==> src/design/obi_integrity_pkg.sv <==
////////////////////////////////////////////////////////////////////////////
// Checksum widths and the integrity types shared by the adapter blocks
// Compile before obi_bus_pkg, which takes its checksum widths from here
////////////////////////////////////////////////////////////////////////////
`default_nettype none

package obi_integrity_pkg;

  // Request checksum over address, attributes and write data
  localparam int unsigned ACHK_W = 12;

  // Response checksum over read data and err
  localparam int unsigned RCHK_W = 5;

  // One granted transaction, kept until its response returns
  typedef struct packed {
    logic integrity;   // Region has integrity, enables rchk on the response
    logic we;          // Write transfer
    logic gntpar_err;  // Grant parity fault seen in the grant cycle
  } txn_entry_t;

  // Secure control from the CSR side
  typedef struct packed {
    logic integrity_en;  // Enables rchk checking
    logic reserved;
  } xsecure_ctrl_t;

  // Fault sources merged into the integrity error
  typedef struct packed {
    logic gntpar_err;     // gnt equal to gntpar
    logic rvalidpar_err;  // rvalid equal to rvalidpar
    logic rchk_err;       // Response checksum mismatch
  } integrity_err_t;

endpackage

`default_nettype wire

==> src/design/obi_bus_pkg.sv <==
////////////////////////////////////////////////////////////////////////////
// OBI A and R channel payloads, 32-bit data side only, no atomics
// Checksum field widths come from obi_integrity_pkg
////////////////////////////////////////////////////////////////////////////
`default_nettype none

package obi_bus_pkg;

  localparam int unsigned ADDR_W    = 32;
  localparam int unsigned DATA_W    = 32;
  localparam int unsigned BE_W      = DATA_W / 8;
  localparam int unsigned PROT_W    = 3;
  localparam int unsigned MEMTYPE_W = 2;

  ////////////////////////////////////////////////////////////////////////////
  // A channel
  ////////////////////////////////////////////////////////////////////////////

  // Transaction request; achk is left zero by the LSU
  typedef struct packed {
    logic [ADDR_W-1:0]                    addr;
    logic                                 we;
    logic [BE_W-1:0]                      be;
    logic [DATA_W-1:0]                    wdata;
    logic [PROT_W-1:0]                    prot;
    logic [MEMTYPE_W-1:0]                 memtype;
    logic                                 dbg;
    logic                                 integrity;  // Region has integrity
    logic [obi_integrity_pkg::ACHK_W-1:0] achk;
  } obi_req_t;

  // Grant with its inverted parity
  typedef struct packed {
    logic gnt;
    logic gntpar;
  } obi_gnt_t;

  ////////////////////////////////////////////////////////////////////////////
  // R channel
  ////////////////////////////////////////////////////////////////////////////

  // Response; integrity and integrity_err are set by the adapter
  typedef struct packed {
    logic [DATA_W-1:0]                    rdata;
    logic                                 err;
    logic [obi_integrity_pkg::RCHK_W-1:0] rchk;
    logic                                 integrity;
    logic                                 integrity_err;
  } obi_resp_t;

  // Single-cycle response strobe, no back-pressure
  typedef struct packed {
    logic rvalid;
    logic rvalidpar;
  } obi_rvalid_t;

endpackage

`default_nettype wire

==> src/design/obi_achk_gen.sv <==
////////////////////////////////////////////////////////////////////////////
// Request checksum, atop is taken as zero since atomics are not supported
////////////////////////////////////////////////////////////////////////////
`timescale 1ns/1ps
`default_nettype none

module obi_achk_gen (
  input  obi_bus_pkg::obi_req_t                req_i,
  output logic [obi_integrity_pkg::ACHK_W-1:0] achk_o
);

  // No atomics, so the atop field is all zeros
  localparam logic [5:0] ATOP_ZERO = 6'b0;

  // Byte parities of wdata and addr, even sense
  logic [3:0] wdata_par;
  logic [3:0] addr_par;

  // Attribute parities, odd sense
  logic       dbg_par;
  logic       be_we_par;
  logic       prot_mt_par;

  always_comb begin
    for (int i = 0; i < 4; i++) begin
      wdata_par[i] = ^req_i.wdata[8*i +: 8];
      addr_par[i]  = ^req_i.addr[8*i +: 8];
    end
  end

  assign dbg_par     = ~^req_i.dbg;
  assign be_we_par   = ~^{req_i.be, req_i.we};
  assign prot_mt_par = ~^{req_i.prot, req_i.memtype};

  // Bit order: wdata bytes 3..0, atop, dbg, be/we, prot/memtype, addr bytes 3..0
  assign achk_o = {wdata_par, ^ATOP_ZERO, dbg_par, be_we_par, prot_mt_par, addr_par};

endmodule

`default_nettype wire

==> src/design/obi_rchk_check.sv <==
////////////////////////////////////////////////////////////////////////////
// Response checksum check, purely combinational, mismatch only while enabled
////////////////////////////////////////////////////////////////////////////
`timescale 1ns/1ps
`default_nettype none

module obi_rchk_check (
  input  obi_bus_pkg::obi_resp_t resp_i,
  // rvalid AND head integrity AND integrity_en, formed by the top
  input  logic                   check_en_i,
  output logic                   rchk_err_o
);

  // Expected checksum rebuilt from the received payload
  logic [obi_integrity_pkg::RCHK_W-1:0] rchk_calc;
  logic [3:0]                           rdata_par;
  logic                                 err_par;
  logic                                 rchk_diff;

  ////////////////////////////////////////////////////////////////////////////
  // Recompute
  ////////////////////////////////////////////////////////////////////////////

  // One even parity bit per rdata byte
  always_comb begin
    for (int i = 0; i < 4; i++) begin
      rdata_par[i] = ^resp_i.rdata[8*i +: 8];
    end
  end

  // err is covered with odd parity
  assign err_par = ~^resp_i.err;

  // Bytes 3..0 in bits 4..1, err in bit 0
  assign rchk_calc = {rdata_par, err_par};

  ////////////////////////////////////////////////////////////////////////////
  // Compare
  ////////////////////////////////////////////////////////////////////////////

  assign rchk_diff = (rchk_calc != resp_i.rchk);

  // Mismatch ignored for regions without integrity or when disabled
  assign rchk_err_o = check_en_i && rchk_diff;

endmodule

`default_nettype wire

==> src/design/obi_txn_store.sv <==
////////////////////////////////////////////////////////////////////////////
// In-order store of per-transaction attributes, one push per grant
// Caller must never push while full; responses must arrive in order
////////////////////////////////////////////////////////////////////////////
`timescale 1ns/1ps
`default_nettype none

module obi_txn_store #(
  parameter int unsigned MAX_OUTSTANDING = 2
) (
  input  logic                          clk,
  input  logic                          rst_n_i,
  // Written on a granted transfer
  input  logic                          push_i,
  input  obi_integrity_pkg::txn_entry_t push_entry_i,
  // Oldest entry retired on rvalid
  input  logic                          pop_i,
  output obi_integrity_pkg::txn_entry_t head_o,
  output logic                          full_o
);

  localparam int unsigned CNT_W = $clog2(MAX_OUTSTANDING + 1);
  localparam int unsigned PTR_W = (MAX_OUTSTANDING > 1) ? $clog2(MAX_OUTSTANDING) : 1;

  // Pointer wrap point and full level
  localparam logic [PTR_W-1:0] LAST_PTR = PTR_W'(MAX_OUTSTANDING - 1);
  localparam logic [CNT_W-1:0] FULL_CNT = CNT_W'(MAX_OUTSTANDING);

  // Legal depth range
  if (MAX_OUTSTANDING < 1 || MAX_OUTSTANDING > 8) begin : g_depth_check
    $error("obi_txn_store: MAX_OUTSTANDING must be 1 to 8");
  end

  obi_integrity_pkg::txn_entry_t mem_q [MAX_OUTSTANDING];

  logic [PTR_W-1:0] wr_ptr_q;
  logic [PTR_W-1:0] rd_ptr_q;
  logic [CNT_W-1:0] cnt_q;
  logic             empty;

  ////////////////////////////////////////////////////////////////////////////
  // Entry storage
  ////////////////////////////////////////////////////////////////////////////

  // Payload only, no reset on the entries
  always_ff @(posedge clk) begin
    if (push_i) begin
      mem_q[wr_ptr_q] <= push_entry_i;
    end
  end

  ////////////////////////////////////////////////////////////////////////////
  // Pointers and count
  ////////////////////////////////////////////////////////////////////////////

  always_ff @(posedge clk) begin
    if (!rst_n_i) begin
      wr_ptr_q <= '0;
      rd_ptr_q <= '0;
      cnt_q    <= '0;
    end else begin
      if (push_i) begin
        wr_ptr_q <= (wr_ptr_q == LAST_PTR) ? '0 : wr_ptr_q + PTR_W'(1);
      end
      if (pop_i) begin
        rd_ptr_q <= (rd_ptr_q == LAST_PTR) ? '0 : rd_ptr_q + PTR_W'(1);
      end
      // Push and pop together leave the count as is
      case ({push_i, pop_i})
        2'b10:   cnt_q <= cnt_q + CNT_W'(1);
        2'b01:   cnt_q <= cnt_q - CNT_W'(1);
        default: cnt_q <= cnt_q;
      endcase
    end
  end

  assign empty  = (cnt_q == '0);
  assign full_o = (cnt_q == FULL_CNT);

  // Oldest outstanding transaction
  assign head_o = mem_q[rd_ptr_q];

  ////////////////////////////////////////////////////////////////////////////
  // Assertions
  ////////////////////////////////////////////////////////////////////////////

  // Request gating upstream must keep grants away from a full store
  a_no_push_full : assert property (
    @(posedge clk) disable iff (!rst_n_i) push_i |-> !full_o
  ) else $error("obi_txn_store: push while full");

  // Bus returned rvalid with no transaction outstanding
  a_no_pop_empty : assert property (
    @(posedge clk) disable iff (!rst_n_i) pop_i |-> !empty
  ) else $error("obi_txn_store: response valid while store empty");

endmodule

`default_nettype wire

==> src/design/obi_data_ctrl.sv <==
////////////////////////////////////////////////////////////////////////////
// Request/grant gating and response assembly, all combinational
////////////////////////////////////////////////////////////////////////////
`timescale 1ns/1ps
`default_nettype none

module obi_data_ctrl (
  // LSU request side
  input  logic                                 trans_valid_i,
  input  obi_bus_pkg::obi_req_t                trans_i,
  output logic                                 trans_ready_o,
  // Datapath helpers
  input  logic [obi_integrity_pkg::ACHK_W-1:0] achk_i,
  input  logic                                 store_full_i,
  input  obi_integrity_pkg::txn_entry_t        head_i,
  input  logic                                 rchk_err_i,
  // OBI bus
  input  obi_bus_pkg::obi_gnt_t                obi_gnt_i,
  input  obi_bus_pkg::obi_rvalid_t             obi_rvalid_i,
  input  obi_bus_pkg::obi_resp_t               obi_resp_i,
  output logic                                 obi_req_o,
  output logic                                 obi_reqpar_o,
  output obi_bus_pkg::obi_req_t                obi_payload_o,
  // Store control
  output logic                                 push_o,
  output obi_integrity_pkg::txn_entry_t        push_entry_o,
  output logic                                 pop_o,
  // LSU response side, consumer always ready
  output logic                                 resp_valid_o,
  output obi_bus_pkg::obi_resp_t               resp_o,
  output logic                                 integrity_err_o
);

  obi_integrity_pkg::integrity_err_t faults;

  ////////////////////////////////////////////////////////////////////////////
  // A channel
  ////////////////////////////////////////////////////////////////////////////

  // No new request once the outstanding limit is reached
  assign obi_req_o     = trans_valid_i && !store_full_i;
  assign obi_reqpar_o  = !obi_req_o;
  assign trans_ready_o = obi_gnt_i.gnt && !store_full_i;

  // Payload passes straight through apart from the checksum
  always_comb begin
    obi_payload_o      = trans_i;
    obi_payload_o.achk = achk_i;
  end

  // Transfer on req and gnt together
  assign push_o = obi_req_o && obi_gnt_i.gnt;

  always_comb begin
    push_entry_o            = '0;
    push_entry_o.integrity  = trans_i.integrity;
    push_entry_o.we         = trans_i.we;
    push_entry_o.gntpar_err = faults.gntpar_err;
  end

  ////////////////////////////////////////////////////////////////////////////
  // Parity faults
  ////////////////////////////////////////////////////////////////////////////

  // Parity lines carry the inverse, so equal values are a fault
  assign faults.gntpar_err    = (obi_gnt_i.gnt == obi_gnt_i.gntpar);
  assign faults.rvalidpar_err = (obi_rvalid_i.rvalid == obi_rvalid_i.rvalidpar);
  assign faults.rchk_err      = rchk_err_i;

  // Immediate alert, grant fault not delayed to its response
  assign integrity_err_o = |faults;

  ////////////////////////////////////////////////////////////////////////////
  // R channel
  ////////////////////////////////////////////////////////////////////////////

  assign resp_valid_o = obi_rvalid_i.rvalid;
  assign pop_o        = obi_rvalid_i.rvalid;

  // Stored grant fault travels with its own response
  always_comb begin
    resp_o               = obi_resp_i;
    resp_o.integrity     = head_i.integrity;
    resp_o.integrity_err = faults.rvalidpar_err || head_i.gntpar_err || faults.rchk_err;
  end

endmodule

`default_nettype wire

==> src/design/obi_data_sec_top.sv <==
////////////////////////////////////////////////////////////////////////////
// Data-side OBI adapter with integrity, no atomics and no misaligned split
// Outstanding transfers limited to MAX_OUTSTANDING, 1 to 8
////////////////////////////////////////////////////////////////////////////
`timescale 1ns/1ps
`default_nettype none

module obi_data_sec_top #(
  parameter int unsigned MAX_OUTSTANDING = 2
) (
  input  logic                            clk,
  input  logic                            rst_n_i,
  // LSU transaction interface
  input  logic                            trans_valid_i,
  input  obi_bus_pkg::obi_req_t           trans_i,
  output logic                            trans_ready_o,
  output logic                            resp_valid_o,
  output obi_bus_pkg::obi_resp_t          resp_o,
  output logic                            integrity_err_o,
  input  obi_integrity_pkg::xsecure_ctrl_t xsecure_ctrl_i,
  // OBI master
  output logic                            obi_req_o,
  output logic                            obi_reqpar_o,
  output obi_bus_pkg::obi_req_t           obi_payload_o,
  input  obi_bus_pkg::obi_gnt_t           obi_gnt_i,
  input  obi_bus_pkg::obi_rvalid_t        obi_rvalid_i,
  input  obi_bus_pkg::obi_resp_t          obi_resp_i
);

  logic [obi_integrity_pkg::ACHK_W-1:0] achk;
  logic                                 store_full;
  obi_integrity_pkg::txn_entry_t        head;
  obi_integrity_pkg::txn_entry_t        push_entry;
  logic                                 push;
  logic                                 pop;
  logic                                 rchk_en;
  logic                                 rchk_err;

  // rchk counts only for integrity regions with checking enabled
  assign rchk_en = obi_rvalid_i.rvalid && head.integrity && xsecure_ctrl_i.integrity_en;

  obi_data_ctrl u_ctrl (
    .trans_valid_i   (trans_valid_i),
    .trans_i         (trans_i),
    .trans_ready_o   (trans_ready_o),
    .achk_i          (achk),
    .store_full_i    (store_full),
    .head_i          (head),
    .rchk_err_i      (rchk_err),
    .obi_gnt_i       (obi_gnt_i),
    .obi_rvalid_i    (obi_rvalid_i),
    .obi_resp_i      (obi_resp_i),
    .obi_req_o       (obi_req_o),
    .obi_reqpar_o    (obi_reqpar_o),
    .obi_payload_o   (obi_payload_o),
    .push_o          (push),
    .push_entry_o    (push_entry),
    .pop_o           (pop),
    .resp_valid_o    (resp_valid_o),
    .resp_o          (resp_o),
    .integrity_err_o (integrity_err_o)
  );

  obi_achk_gen u_achk (
    .req_i  (trans_i),
    .achk_o (achk)
  );

  obi_txn_store #(
    .MAX_OUTSTANDING (MAX_OUTSTANDING)
  ) u_store (
    .clk          (clk),
    .rst_n_i      (rst_n_i),
    .push_i       (push),
    .push_entry_i (push_entry),
    .pop_i        (pop),
    .head_o       (head),
    .full_o       (store_full)
  );

  obi_rchk_check u_rchk (
    .resp_i     (obi_resp_i),
    .check_en_i (rchk_en),
    .rchk_err_o (rchk_err)
  );

endmodule

`default_nettype wire

==> config.mk <==
export PLATFORM = sky130hd
export DESIGN_NAME = obi_data_sec_top
export DESIGN_NICKNAME = d
export VERILOG_FILES = /design/src/design/obi_integrity_pkg.sv /design/src/design/obi_bus_pkg.sv /design/src/design/obi_achk_gen.sv /design/src/design/obi_rchk_check.sv /design/src/design/obi_txn_store.sv /design/src/design/obi_data_ctrl.sv /design/src/design/obi_data_sec_top.sv
export SDC_FILE = /design/constraint.sdc
export NUM_CORES = 1
export LEC_CHECK = 0
export BUFFER_PORTS_ARGS = -buffer_cell sky130_fd_sc_hd__buf_2
export CAP_MARGIN = 20
export CORE_AREA = 2 2 104 106
export DETAILED_ROUTE_END_ITERATION = 16
export DIE_AREA = 0 0 106 108
export RECOVER_POWER = 50
export SLEW_MARGIN = 40
export SYNTH_ARGS = -nofsm -noshare
export SYNTH_HDL_FRONTEND = slang
export SYNTH_HIERARCHICAL = 1
export SYNTH_SLANG_ARGS = --single-unit
export TNS_END_PERCENT = 10
==> constraint.sdc <==
create_clock -name clk -period 3.1 [get_ports clk]
set_clock_uncertainty 0.15 [all_clocks]
set_input_delay 0 -clock clk [delete_from_list [all_inputs] [get_ports clk]]
set_output_delay 0 -clock clk [all_outputs]
set_load 0.05 [all_outputs]
# Word-level counts from Yosys, hierarchy flattened
# Memory sizes are Yosys's and may differ from the RTL's. A register that Yosys moved wholly into a read port is not among the register bits.
# Index checks and enable logic that the tools add are counted.
[totals]
output_inout_bits = 133
regBits = 4
mem_count = 1
in_bits = 137
wordCells = 49
ramBits = 6
[classes]
eq_ne = 6
n_reduce_logical = 26
bitwise = 2
add_sub_neg = 4
mux = 7
[memory_table]
columns = ["memory", "depth", "width", "read_ports", "rd_ports_with_merged_regs", "wr", "line_no", "source"]
rows = [
  ["u_store.mem_q", 2, 3, 1, 1, 1, "obi_txn_store.sv:34", "obi_integrity_pkg::txn_entry_t mem_q [MAX_OUTSTANDING];"],
]
[ops]
columns = ["cell", "n"]
rows = [
  ["$reduce_xor 8->1", 12],
  ["$reduce_xnor 5->1", 2],
  ["$logic_and 1x1->1", 6],
  ["$mux 1", 6],
  ["$ne 5x5->1", 1],
  ["$eq 2x2->1 const B", 2],
  ["$pmux 2 s2", 1],
  ["$reduce_or 3->1", 1],
  ["$add 1x1->1 const B", 2],
  ["$add 2x1->2 const B", 1],
  ["$eq 1x1->1", 2],
  ["$eq 2x1->1 const B", 1],
  ["$logic_not 1->1", 2],
  ["$logic_or 1x1->1", 2],
  ["$not 1->1", 2],
  ["$reduce_bool 2->1", 1],
  ["$sub 2x1->2 const B", 1],
]

# Logic depth before layout (Yosys ltp)
[logic_depth]
ltp_word = 6
depth_mapped = 8
ltp_nobuf = 8

# Hierarchy
# Netlist, hierarchy kept.
[modules_own_cells]
columns = ["mod", "cells_per_inst", "seq_area_each_um2", "instances", "area_each_um2"]
rows = [
  ["obi_data_ctrl", 139, 0.0, 1, 1042.2],
  ["obi_achk_gen", 70, 0.0, 1, 598.1],
  ["obi_txn_store", 30, 280.3, 1, 426.7],
  ["obi_rchk_check", 32, 0.0, 1, 340.3],
  ["obi_data_sec_top", 1, 0.0, 1, 6.3],
]

# Least setup slack after synthesis
# No wires, ideal clock.
[synth_path]
kind = "reg-to-reg"
start = "reg u_store.cnt_q[0]"
end = "reg u_store.cnt_q[1]"
path_stages_with_launch = 8
t_required_ns = 2.880
t_arrival_ns = 2.467
slack_ns = 0.413
path_buffers = 0
synth_period_minus_slack_ns = 2.687
setup_ns = 0.070
path_cell_list = "dfxtp_1 > and2b_2 > nor2b_1 > and2_2 > inv_1 > ha_1 > or3_1 > a21boi_1"
[synth_via]
elab_chain_cells = 6
word_cells_on_any_way = 10
cone_classes = "add/sub: 2; eq/ne: 3; mux: 1; reduce/logical: 4"
[synth_lines]
columns = ["element", "line_no", "source"]
rows = [
  ["from (decl)", "obi_txn_store.sv:38", "logic [CNT_W-1:0] cnt_q;"],
  ["from (signal assigned)", "obi_txn_store.sv:70", "2'b10: cnt_q <= cnt_q + CNT_W'(1);"],
  ["from (signal assigned)", "obi_txn_store.sv:71", "2'b01: cnt_q <= cnt_q - CNT_W'(1);"],
  ["from (signal assigned)", "obi_txn_store.sv:72", "default: cnt_q <= cnt_q;"],
  ["$eq 2x2->1 (*)", "obi_txn_store.sv:78", "assign full_o = (cnt_q == FULL_CNT);"],
  ["named net store_full", "obi_data_sec_top.sv:31", "logic store_full;"],
  ["$logic_not 1->1 (*)", "obi_data_ctrl.sv:41", "assign obi_req_o = trans_valid_i && !store_full_i;"],
  ["$logic_and 1x1->1 (*)", "obi_data_ctrl.sv:41", ""],
  ["named net obi_req_o", "obi_data_sec_top.sv:22", "output logic obi_req_o,"],
  ["$logic_and 1x1->1 (*)", "obi_data_ctrl.sv:52", "assign push_o = obi_req_o && obi_gnt_i.gnt;"],
  ["named net push", "obi_data_sec_top.sv:34", "logic push;"],
  ["$eq 2x1->1 or $eq 2x2->1 (tied branches)", "obi_txn_store.sv:69", "case ({push_i, pop_i})"],
  ["$pmux 2 s2 or $reduce_bool 2->1 (tied branches)", "-", ""],
]
# The timed path passes the listed nets; every way through them passes the cells marked *.
# A chain may end at the register's enable or synchronous reset.

# Worst setup path after layout
[layout_path]
start = "reg u_store.cnt_q[0]"
end = "reg u_store.cnt_q[1]"
[layout_via]
elab_chain_cells = 6
word_cells_on_any_way = 10
cone_classes = "add/sub: 2; eq/ne: 3; mux: 1; reduce/logical: 4"
[layout_lines]
columns = ["element", "line_no"]
rows = [
  ["$eq 2x2->1 (*)", "obi_txn_store.sv:78"],
  ["named net store_full", "obi_data_sec_top.sv:31"],
  ["$logic_not 1->1 (*)", "obi_data_ctrl.sv:41"],
  ["$logic_and 1x1->1 (*)", "obi_data_ctrl.sv:41"],
  ["$logic_and 1x1->1 (*)", "obi_data_ctrl.sv:52"],
  ["named net push", "obi_data_sec_top.sv:34"],
  ["$eq 2x1->1 or $eq 2x2->1 (tied branches)", "obi_txn_store.sv:69"],
  ["$pmux 2 s2 or $reduce_bool 2->1 (tied branches)", "-"],
]
# Marks and branches as above.

==> flow_summary.json <==
{
  "r2r-start": "u_store/cnt_q[0]",
  "h-tree-depth": 1,
  "crit_fanout": 3,
  "hold_class": "input port to flip-flop",
  "p_per_area_nw_per_um2": 467.6,
  "setup_viol": 0,
  "syn-num-nets": 406,
  "rrSetupSlack_ns": 0.99,
  "wl_per_cell_um": 10.53,
  "dr.pass1.iters": 4,
  "cp_num_buf_inv": 1,
  "grt_overflow": 0,
  "startpoint": "u_store/cnt_q[0]",
  "path_delay_family": "simple AND/OR/NAND/NOR gates",
  "p_leak_uw": 0.001312,
  "synth_area_um2": 2335,
  "antenna_found_initial": 0,
  "yosys_warnings": 6,
  "grt_pass1_vias": 1804,
  "boundaryPins": 270,
  "dieArea_um2": 11450,
  "end_kind": "flip-flop",
  "grt_start_max_net_pins": 6,
  "num_vias": 1900,
  "cts.path.max_buffers": 2,
  "die-height_um": 108,
  "path_clk_slew_ns": 0.04,
  "endpoint": "u_store/cnt_q[1]",
  "root_buffer": "clkbuf_8",
  "fin_crit_sh_pct": 68.19,
  "grt_pass1_wl_um": 7755,
  "fin_crit_ns": 2.114,
  "reg2reg_depth": 7,
  "cts_buffers": 3,
  "gp_congestion": 0.6733,
  "hpwl_um": 5185,
  "drt-total-wl_um": 5570,
  "worstSetupPathType": "flip-flop to flip-flop",
  "vias_per_cell": 3.592,
  "core_area_um2": 10230,
  "peakVddDrop_v": 0.0002464,
  "start_kind": "flip-flop",
  "grt_use_total_pct": 8.187,
  "max_cap_violations": 0,
  "r2r_end": "u_store/cnt_q[1]",
  "postRouteAntennaNets": 0,
  "critPathArrivalTime_ns": 2.12,
  "finalSetupTns_ns": 0,
  "fin_hold_ws_ns": 0.03145,
  "slowest_delay_ns": 0.38,
  "clk_latency_ns": 0.23,
  "post-route-util_pct": 26.78,
  "cts_tree": "yes",
  "fmax_mhz": 473.1,
  "required_ns": 3.11,
  "fill_cells": 1151,
  "crit_cells": 7,
  "relSlewSlack_pct": 59.44,
  "nNetsFinal": 532,
  "syn_to_final_growth_pct": 17.36,
  "hold_viol_final": 0,
  "drtIter0Drc": 32,
  "n_antenna_cell": 0,
  "portBuffers": 253,
  "rsz0062_at_grt": "no",
  "initial_core_util_pct": 22.82,
  "crit_path_top_delay_cell": "or3_1",
  "cts_setup_buffers": 0,
  "netlist_instances": 268,
  "rows": 37,
  "drc": 0,
  "tightest_slew_ns": 0.6111,
  "status": "finished, final reports clean",
  "fp.dieW_um": 106,
  "synth_area_per_cell_um2": 8.712,
  "cts.sinks": 9,
  "path_cells": "and2b_2 -> nor2b_1 -> and2_2 -> inv_1 -> ha_1 -> or3_1 -> a21boi_1",
  "maxSlewViolCount": 0,
  "drive_gt1_share_pct": 47.84
}
## timing repair
item                                    CTS  global route
hold buffers                              2             0
endpoints found under the hold margin     7             0
gates resized for setup                   0             0
endpoints found under the setup margin    0             0
## report_power, final
part,leakage (uW),switching [uW],internal (uW)
Clock,0.0000228,41.2,89.1
Combinational,0.00121,707,301
Sequential,0.0000781,6.39,136
Total,0.00131,754,527
## metal layers
layer,routed length [um],GRT usage [%]
met1,1906,8.003
met2,3210,18.11
met3,445,1.326
met4,8,0.8459
met5,0,0
## final cells by class
cell class	count	area (um2)	share of cell area (%)
clock buffers	4	45.04	1.644
inverters	4	15.01	0.5479
multi-input cells	121	1094	39.91
flip-flops and latches	9	220.2	8.037
well taps	136	170.2	6.210
repair buffers	255	1196	43.65
## worst min-delay path by stage
| stage | startpoint | end | slack (ns) | cells past startpoint |
|---|---|---|---|---|
| floorplan | rst_n_i | u_store/wr_ptr_q | -0.03 | 1 |
| global placement | trans_i[12] | u_store/mem_q[0][2] | 0.08 | 1 |
| detailed placement | trans_i[12] | u_store/mem_q[0][2] | 0.09 | 1 |
| CTS | obi_gnt_i[0] | u_store/mem_q[0][0] | 0.04 | 2 |
| global route | obi_gnt_i[0] | u_store/mem_q[0][0] | 0.04 | 2 |
| finish | obi_gnt_i[0] | u_store/mem_q[0][0] | 0.03 | 2 |
## placed cells by master (no fill, tap or decap)
cell and n:
conb_1 1, nor2_1 1, xnor3_1 4, o21ai_0 1, and3_1 1, and2b_2 1, inv_1 4, and2_2 1
clkbuf_1 73, dfxtp_1 5, ha_1 1, nor2b_1 3, o21a_1 1, a21boi_1 1, or3_1 1, and2_1 4
buf_2 181, xnor2_1 71, mux2_2 2, xor2_1 20, a41oi_1 1, or3b_1 2, nand2_1 1, or2b_1 1
dlygate4sd3_1 2, mux2i_1 1, xor3_1 1, clkbuf_8 3, edfxtp_1 4
## through the flow
| stage | std cells | worst slack, ns | instance area [um2] | power [uW] |
|---|---|---|---|---|
| floorplan | 268 | 0.4133 | 2335 | 1100 |
| global placement | 523 | 1.075 | 2765 | 1162 |
| finish | 529 | 0.9861 | 2740 | 1281 |
| global route | 529 | 0.8299 | 2740 | 1354 |
| detailed placement | 523 | 0.9963 | 2765 | 1173 |
| CTS | 529 | 0.9900 | 2830 | 1311 |
## worst reg2reg max path, delay by kind of cell, from the launching register on
family	cells	cell delay, ns
simple gates	4	0.99
flops	1	0.37
fa+ha+maj	1	0.33
compound gates	1	0.14
buf+inv	1	0.06
Note: power is estimated with default switching activity, not from simulation.
